===== config.mk =====
export PLATFORM = sky130hd
export DESIGN_NAME = pma_region_decode_flat
export DESIGN_NICKNAME = d
export VERILOG_FILES = /design/src/verilog/pma_pkg.sv /design/src/verilog/pma_region_if.sv /design/src/verilog/pma_region_decode.sv /design/src/flat_wrapper.sv
export SDC_FILE = /design/constraint.sdc
export NUM_CORES = 1
export LEC_CHECK = 0
export BUFFER_PORTS_ARGS = -buffer_cell sky130_fd_sc_hd__buf_2
export CAP_MARGIN = 20
export CORE_AREA = 5 5 379 381
export DETAILED_ROUTE_END_ITERATION = 10
export DIE_AREA = 0 0 384 386
export PLACE_DENSITY_LB_ADDON = 0.15
export SYNTH_ARGS = -nofsm -noshare
export SYNTH_HDL_FRONTEND = slang
export SYNTH_SLANG_ARGS = --single-unit

===== constraint.sdc =====
create_clock -name vclk -period 2.83
set_input_delay 0.1415 -clock vclk [all_inputs]
set_output_delay 0.1415 -clock vclk [all_outputs]
set_load 0.02 [all_outputs]

===== src/verilog/pma_pkg.sv =====
`default_nettype none

package pma_pkg;

  ////////////////////////////////////////////////////////////
  // region attribute encodings
  ////////////////////////////////////////////////////////////

  // what sits behind a region
  typedef enum logic [1:0] {
    MEM_TYPE_EMPTY = 2'b00,
    MEM_TYPE_MAIN  = 2'b01,
    MEM_TYPE_IO    = 2'b10
  } mem_type_t;

  // address matching mode, same encoding as the pmpcfg A field
  typedef enum logic [1:0] {
    OFF   = 2'b00,
    TOR   = 2'b01,
    NA4   = 2'b10,
    NAPOT = 2'b11
  } match_mode_t;

  // one region configuration record
  typedef struct packed {
    mem_type_t   mem_type;
    match_mode_t a;
    // access permissions
    logic        r;
    logic        w;
    logic        x;
    // cacheable and cache coherent
    logic        c;
    logic        cc;
    // read and write idempotent
    logic        ri;
    logic        wi;
    // misaligned accesses allowed
    logic        m;
  } pmacfg_t;

  ////////////////////////////////////////////////////////////
  // bus transfer size
  ////////////////////////////////////////////////////////////

  typedef enum logic [2:0] {
    BYTE  = 3'd0,
    HWORD = 3'd1,
    WORD  = 3'd2,
    DWORD = 3'd3,
    QWORD = 3'd4
  } biu_size_t;

  // number of bytes moved by one transfer
  function automatic logic [4:0] size2bytes(input biu_size_t size);
    logic [4:0] bytes;
    case (size)
      BYTE    : bytes = 5'd1;
      HWORD   : bytes = 5'd2;
      WORD    : bytes = 5'd4;
      DWORD   : bytes = 5'd8;
      QWORD   : bytes = 5'd16;
      // codes above QWORD are illegal
      default : bytes = 5'd0;
    endcase
    return bytes;
  endfunction

endpackage

`default_nettype wire


===== src/verilog/pma_region_if.sv =====
`default_nettype none

// decoded region table, decode stage to execute stage
interface pma_region_if #(
  parameter int PLEN    = 34,
  parameter int PMA_CNT = 8
);

  // bounds are word addresses, lower inclusive, upper exclusive
  logic [PLEN-1:2]  lb  [PMA_CNT];
  logic [PLEN-1:2]  ub  [PMA_CNT];
  // region takes part in matching (mode is not OFF)
  logic [PMA_CNT-1:0] en;
  // cleaned configuration records
  pma_pkg::pmacfg_t cfg [PMA_CNT];

  modport source (
    output lb,
    output ub,
    output en,
    output cfg
  );

  modport sink (
    input  lb,
    input  ub,
    input  en,
    input  cfg
  );

endinterface

`default_nettype wire


===== src/verilog/pma_region_decode.sv =====
`default_nettype none

// combinational region table decode
// the table is quasi static so no pipelining here
module pma_region_decode #(
  parameter int PLEN    = 34,
  parameter int PMA_CNT = 8,
  parameter int ADR_W   = 32
)
(
  input  pma_pkg::pmacfg_t   pma_cfg_i [PMA_CNT],
  input  logic [ADR_W-1:0]   pma_adr_i [PMA_CNT],
  pma_region_if.source       region
);

  ////////////////////////////////////////////////////////////
  // helpers
  ////////////////////////////////////////////////////////////

  // fix up attributes that make no sense for the memory type
  function automatic pma_pkg::pmacfg_t clean_cfg(input pma_pkg::pmacfg_t raw);
    pma_pkg::pmacfg_t cfg;
    cfg = raw;
    // empty region behaves as I/O with no access rights
    if (raw.mem_type == pma_pkg::MEM_TYPE_EMPTY)
    begin
      cfg.mem_type = pma_pkg::MEM_TYPE_IO;
      cfg.r        = 1'b0;
      cfg.w        = 1'b0;
      cfg.x        = 1'b0;
    end
    // only main memory can be cached
    cfg.c  = raw.c & (raw.mem_type == pma_pkg::MEM_TYPE_MAIN);
    cfg.cc = raw.cc & cfg.c;
    // anything but I/O is idempotent
    if (raw.mem_type != pma_pkg::MEM_TYPE_IO)
    begin
      cfg.ri = 1'b1;
      cfg.wi = 1'b1;
    end
    return cfg;
  endfunction

  // address mask for NA4/NAPOT
  // napot clears the trailing ones plus the first zero above them
  function automatic logic [PLEN-1:2] napot_mask(
    input logic            na4,
    input logic [PLEN-1:2] word
  );
    logic [PLEN-1:2] mask;
    logic            run;
    mask = '1;
    run  = ~na4;
    for (int b = 2; b < PLEN; b++)
    begin
      if (run)
        mask[b] = 1'b0;
      run = run & word[b];
    end
    return mask;
  endfunction

  ////////////////////////////////////////////////////////////
  // per region decode
  ////////////////////////////////////////////////////////////

  pma_pkg::pmacfg_t cfg      [PMA_CNT];
  logic [PLEN-1:2]  word     [PMA_CNT];
  logic [PLEN-1:2]  mask     [PMA_CNT];
  logic [PLEN-1:2]  napot_lb [PMA_CNT];
  logic [PLEN-1:2]  napot_ub [PMA_CNT];
  logic [PLEN-1:2]  tor_lb   [PMA_CNT];
  logic [PLEN-1:2]  lb       [PMA_CNT];
  logic [PLEN-1:2]  ub       [PMA_CNT];

  for (genvar i = 0; i < PMA_CNT; i++)
  begin : gen_region
    assign cfg[i]  = clean_cfg(pma_cfg_i[i]);
    // address word holds physical address bits PLEN-1:2
    assign word[i] = pma_adr_i[i][PLEN-3:0];

    assign mask[i]     = napot_mask(cfg[i].a == pma_pkg::NA4, word[i]);
    assign napot_lb[i] = word[i] & mask[i];
    // subtracting the mask adds the region size
    assign napot_ub[i] = napot_lb[i] - mask[i];

    // TOR starts where the previous region ends
    // a TOR or OFF predecessor ends at its own address word
    if (i == 0)
    begin : gen_first
      assign tor_lb[i] = '0;
    end
    else
    begin : gen_next
      assign tor_lb[i] = ub[i-1];
    end

    // OFF collapses to an empty range at its own word
    // so a TOR behind it still starts at that word
    assign lb[i] = (cfg[i].a == pma_pkg::TOR) ? tor_lb[i] :
                   (cfg[i].a == pma_pkg::OFF) ? word[i]   : napot_lb[i];
    assign ub[i] = (cfg[i].a == pma_pkg::TOR || cfg[i].a == pma_pkg::OFF) ? word[i]
                                                                         : napot_ub[i];

    assign region.lb[i]  = lb[i];
    assign region.ub[i]  = ub[i];
    assign region.en[i]  = cfg[i].a != pma_pkg::OFF;
    assign region.cfg[i] = cfg[i];

    // a TOR word below its predecessor gives an inverted range
    a_bounds_order : assert final (!region.en[i] || region.ub[i] >= region.lb[i])
      else $error("region %0d upper bound below lower bound", i);
  end

endmodule

`default_nettype wire


===== src/flat_wrapper.sv =====
// flat-port wrapper written by rule: the top's interface ports become plain ports
module pma_region_decode_flat 
#(
  parameter int PLEN    = 34,
  parameter int PMA_CNT = 8,
  parameter int ADR_W   = 32
)
  (pma_cfg_i, pma_adr_i, region_lb, region_ub, region_en, region_cfg);
  pma_region_if #(.PLEN(PLEN), .PMA_CNT(PMA_CNT)) region_i ();
  input  pma_pkg::pmacfg_t pma_cfg_i[PMA_CNT];
  input  logic [ADR_W-1:0] pma_adr_i[PMA_CNT];
  output wire logic [$bits(region_i.lb)-1:0] region_lb;
  output wire logic [$bits(region_i.ub)-1:0] region_ub;
  output wire logic [$bits(region_i.en)-1:0] region_en;
  output wire logic [$bits(region_i.cfg)-1:0] region_cfg;
  assign region_lb = {>>{region_i.lb}};
  assign region_ub = {>>{region_i.ub}};
  assign region_en = region_i.en;
  assign region_cfg = {>>{region_i.cfg}};
  pma_region_decode #(.PLEN(PLEN), .PMA_CNT(PMA_CNT), .ADR_W(ADR_W)) u_core (.pma_cfg_i(pma_cfg_i), .pma_adr_i(pma_adr_i), .region(region_i));
endmodule

# [Word-level counts from Yosys, hierarchy flattened]
# Cells that the tools add are included.
# W data, S select, Z words.
[totals] regBits=0 latch_bits=0 ram_bits=0 mem_bits_ro=0 input_bits=352 output_inout_bits=616 wordCells=656 mem_count=0
[op_classes] addsub=8 n_mul=0 div=0 n_lt_le_gt_ge=0 eq_ne=32 n_shift=0 n_mux=304 n_bitwise=280 reduce_logical=32
[op_table] operator="$mux W32" count=24
[op_table] operator="$and A1 B1 Y1" count=264
[op_table] operator="$and A32 B32 Y32" count=8
[op_table] operator="$mux W1" count=256
[op_table] operator="$sub A32 B32 Y32" count=8
[op_table] operator="$eq A2 B1 Y1 const B" count=16
[op_table] operator="$logic_not A2 Y1" count=16
[op_table] operator="$mux W2" count=16
[op_table] operator="$mux W3" count=8
[op_table] operator="$eq A2 B2 Y1 const B" count=8
[op_table] operator="$ne A2 B2 Y1 const B" count=8
[op_table] operator="$reduce_bool A2 Y1" count=8
[op_table] operator="$logic_or A1 B1 Y1" count=8
[op_table] operator="$not A1 Y1" count=8

# [Longest topological paths before layout]
[logic_depth] ltp_word=38 mapped_depth=14

# [Worst setup path after synthesis]
# Ideal clock, no wire load.
[synth_timing] path_kind="input to output" start="in pma_adr_i[102] (netlist name)" end="out region_lb[95]" t_arrival_ps=3215 setup_slack_ps=-527 path_stages=10 n_path_buf=2 path_cell_list="clkbuf_1 nand3_1 or2_2 clkbuf_1 nor4_2 maj3_1 a21o_1 nand4_1 a311oi_1 a221o_1"
[synth_between] elab_chain_cells=30
[synth_lines] item="start, declared" line_no="flat_wrapper.sv:11" text="input logic [ADR_W-1:0] pma_adr_i[PMA_CNT];"
[synth_lines] item="$and A1 B1 Y1 (25 in a row)" line_no="pma_region_decode.sv:58" text="run = run & word[b];"
[synth_lines] item="$mux W1" line_no="pma_region_decode.sv:56" text="if (run)"
[synth_lines] item="$and A32 B32 Y32" line_no="pma_region_decode.sv:83" text="assign napot_lb[i] = word[i] & mask[i];"
[synth_lines] item="$sub A32 B32 Y32 *" line_no="pma_region_decode.sv:85" text="assign napot_ub[i] = napot_lb[i] - mask[i];"
[synth_lines] item="$mux W32 *" line_no="pma_region_decode.sv:102" text="assign ub[i] = (cfg[i].a == pma_pkg::TOR || cfg[i].a == pma_pkg::OFF) ? word[i]"
[synth_lines] item="via region_ub[127]" line_no="flat_wrapper.sv:13" text="output wire logic [$bits(region_i.ub)-1:0] region_ub;"
[synth_lines] item="$mux W32 *" line_no="pma_region_decode.sv:100" text="assign lb[i] = (cfg[i].a == pma_pkg::TOR) ? tor_lb[i] :"
[synth_lines] item="end, declared" line_no="flat_wrapper.sv:12" text="output wire logic [$bits(region_i.lb)-1:0] region_lb;"
# Mark *: on every way through the listed nets, which the timed path passes. The rest lies on a longest branch.

# [Final worst setup path]
[layout_timing] start="in pma_adr_i[192] (netlist name)" end="out region_lb[184]"
[layout_between] elab_chain_cells=29
[layout_lines] item="$and A1 B1 Y1 (24 in a row)" line_no="pma_region_decode.sv:58"
[layout_lines] item="$mux W1" line_no="pma_region_decode.sv:56"
[layout_lines] item="$and A32 B32 Y32" line_no="pma_region_decode.sv:83"
[layout_lines] item="$sub A32 B32 Y32 *" line_no="pma_region_decode.sv:85"
[layout_lines] item="$mux W32 *" line_no="pma_region_decode.sv:102"
[layout_lines] item="$mux W32 *" line_no="pma_region_decode.sv:100"
# Mark *: on every way between the ends. The rest lies on a longest branch, timed or not.

==> out/qor.yml <==
status: "finished, violations left"
violations: "negative setup slack"
drt_iter0_drc: 2154
postRouteAntennaNets: 0
end_kind: "output pin"
routed_wl_um: 167000
worst_pin_slew_ns: 0.826
nets: 5625
grt_pass1_wl_um: 230000
flops_and_latches: 0
via_count: 33731
synth.most_common_cell: "nand2_1"
synthMuxAreaShare: 0.0354
wire_per_inst_um: 23.3
antenna_found_initial: 52
multi_input_area_um2: 20800
initial_utilization: 0.137
layout-drive-gt1-share: 0.532
die_y_um: 386
dp.cells: 7023
synth_top_cell_by_area: "nand2_1"
synth_commonest_cells: "503 x nand2_1, 391 x nor2_1, 288 x a21oi_1"
clock_buffers: 0
post-place-ws_ns: -0.625
timing.final.ws_setup_ns: -0.396
period_needed_ns: 3.23
place.gp.congestion: 0.928
syn_nets: 3747
synthSimpleGateAreaFrac: 0.446
seq_area_um2: 0
io_buffer_count: 952
synthTopCellsByArea: "nand2_1 9.9%, nor2_1 7.7%, a21oi_1 7.5%"
grt_pass1_vias: 32609
core_area_um2: 140000
p_clk_frac: 0
grt_overflow: 0
p_sw_mw: 3.57
avgSynthCellArea_um2: 5.65
setup_viol: 21
yosysSeqAreaShare: 0
startpoint_type: "input pin"
p_seq_frac: 0
hold_viol_final: 0
crit_fanout: 4
power_leakage_nw: 17.8
relSlewSlack: 0.442
synth_top_family_by_area: "simple AND/OR/NAND/NOR gates"
syn_area_um2: 19100
synth_compound_area_frac: 0.360
cp.arrival_ns: 3.08
ios: 968
p_comb_frac: 1.000
swShare: 0.604
cap_viol_max_count: 0
cp-endpoint: "region_lb[184]"
fill_cells: 15989
die_w_um: 384
maxSlewViolCount: 0
routed_via_density: 4.70
firstDrtPassIters: 6
grtUsageTotal: 0.207
grt_start_max_net_pins: 34
finalCritPeriodShare: 1.14
synth_xor_area_frac: 0.0462
power.density_nw_per_um2: 151
synth_fa_ha_area_frac: 0.0220
whs_ns: 0.283
synth_warnings: 0
area_growth_pct: 105
rsz0062_at_grt: "true"
synth_top_cell_area_share: 0.0986
path_class: "input pin to output pin"
worstPathRequired_ns: 2.69
internal_power_mw: 2.35
ir_worst_vdd_mv: 0.101
fin_cells: 7177
die-area_um2: 148000
cts_hold_buf: 0
startpoint: "pma_adr_i[192]"
hpwl_um: 147000
hold_class: "input pin to output pin"
netlist-cell-type-count: 94
postSynthCellCount: 3387
fmax_mhz: 310
drc: 0
rows: 138
## worst min-delay path by stage
stage | from | slack [ns] | cells past startpoint | end
after global routing | pma_cfg_i[48] | 0.28 | 0 | region_cfg[48]
after global placement | pma_cfg_i[0] | 0.28 | 0 | region_cfg[0]
after detailed placement | pma_cfg_i[0] | 0.28 | 0 | region_cfg[0]
after floorplan | pma_adr_i[117] | 0.37 | 1 | region_ub[117]
final | pma_cfg_i[84] | 0.28 | 0 | region_cfg[84]
after CTS | pma_cfg_i[0] | 0.28 | 0 | region_cfg[0]
## power groups by stage
stage / combinational, mW / clock (mW) / sequential [mW]
floorplan: 2.62 / 0 / 0
global placement: 5.38 / 0 / 0
detailed placement: 5.37 / 0 / 0
CTS: 5.67 / 0 / 0
global route: 6.28 / 0.000000379 / 0
finish: 5.92 / 0.00000111 / 0
## what timing repair did
action	CTS	global route
buffers inserted	80	79
resized for setup	480	478
setup endpoints to repair	225	220
gates cloned	1	0
pin swaps	163	200
## cells by family after synthesis
kind of cell / count (synthesis)
and+or+nand+nor: 1711
adders and majority gates: 40
buffers and inverters: 420
xor gates and xnor gates: 101
muxes: 65
AOI/OAI and AO/OA: 1050
## layout make-up
cell class                      instances  area share
Inverter                               97     0.00944
Timing Repair Buffer                 2199       0.398
Multi-Input combinational cell       2967       0.531
Tap cell                             1890      0.0603
Antenna cell                           24     0.00153
## per-stage QoR
step	cell area [um2]	util	total power [mW]	TNS (ns)
after CTS	36700	0.262	5.67	-5.09
after global placement	34200	0.244	5.38	-37.07
after floorplan	20000	-	2.62	-0.601
after global routing	39200	0.280	6.28	-7.28
final	39200	0.280	5.92	-2.60
after detailed placement	34200	0.244	5.37	-39.17
## critical path, cell delays in order
cell and delay, ns:
buf_6 0.07, and4_4 0.27, buf_6 0.11, nand4_4 0.09, o41a_1 0.34, a211o_1 0.28
or4b_4 0.52, or4b_4 0.53, o21ai_2 0.08, a21boi_2 0.09, a221oi_4 0.39, buf_6 0.17
## cells in the final DEF (no fill, tap or decap), types with 32 or more instances in the layout
master	synthesis	routed
nor3_1	100	62
o211ai_1	33	33
nor2b_1	56	40
buf_2	28	777
a21o_1	48	46
nand2b_1	40	32
and3_1	83	66
buf_4	30	1195
nor3_2	5	32
a21oi_1	288	245
nor2_1	391	361
xnor2_1	55	42
nand4_1	65	65
inv_1	95	91
a31oi_1	92	68
nand2_1	503	479
and2_1	87	70
buf_6	0	193
nand3_1	157	127
o21ai_0	190	146
a21oi_2	0	38
o21a_1	50	45
xor2_1	46	39
mux2i_1	43	33
## layer usage
layer,wire (um),vias to the layer above,part of all wire,track usage
met5,174,-,0.0010,0
met2,80500,1159,0.48,0.363
li1,-,16182,-,-
met3,10700,162,0.064,0.0353
met4,3810,24,0.023,0.0393
met1,72000,16204,0.43,0.269
Power figures use the tool's default switching activity.
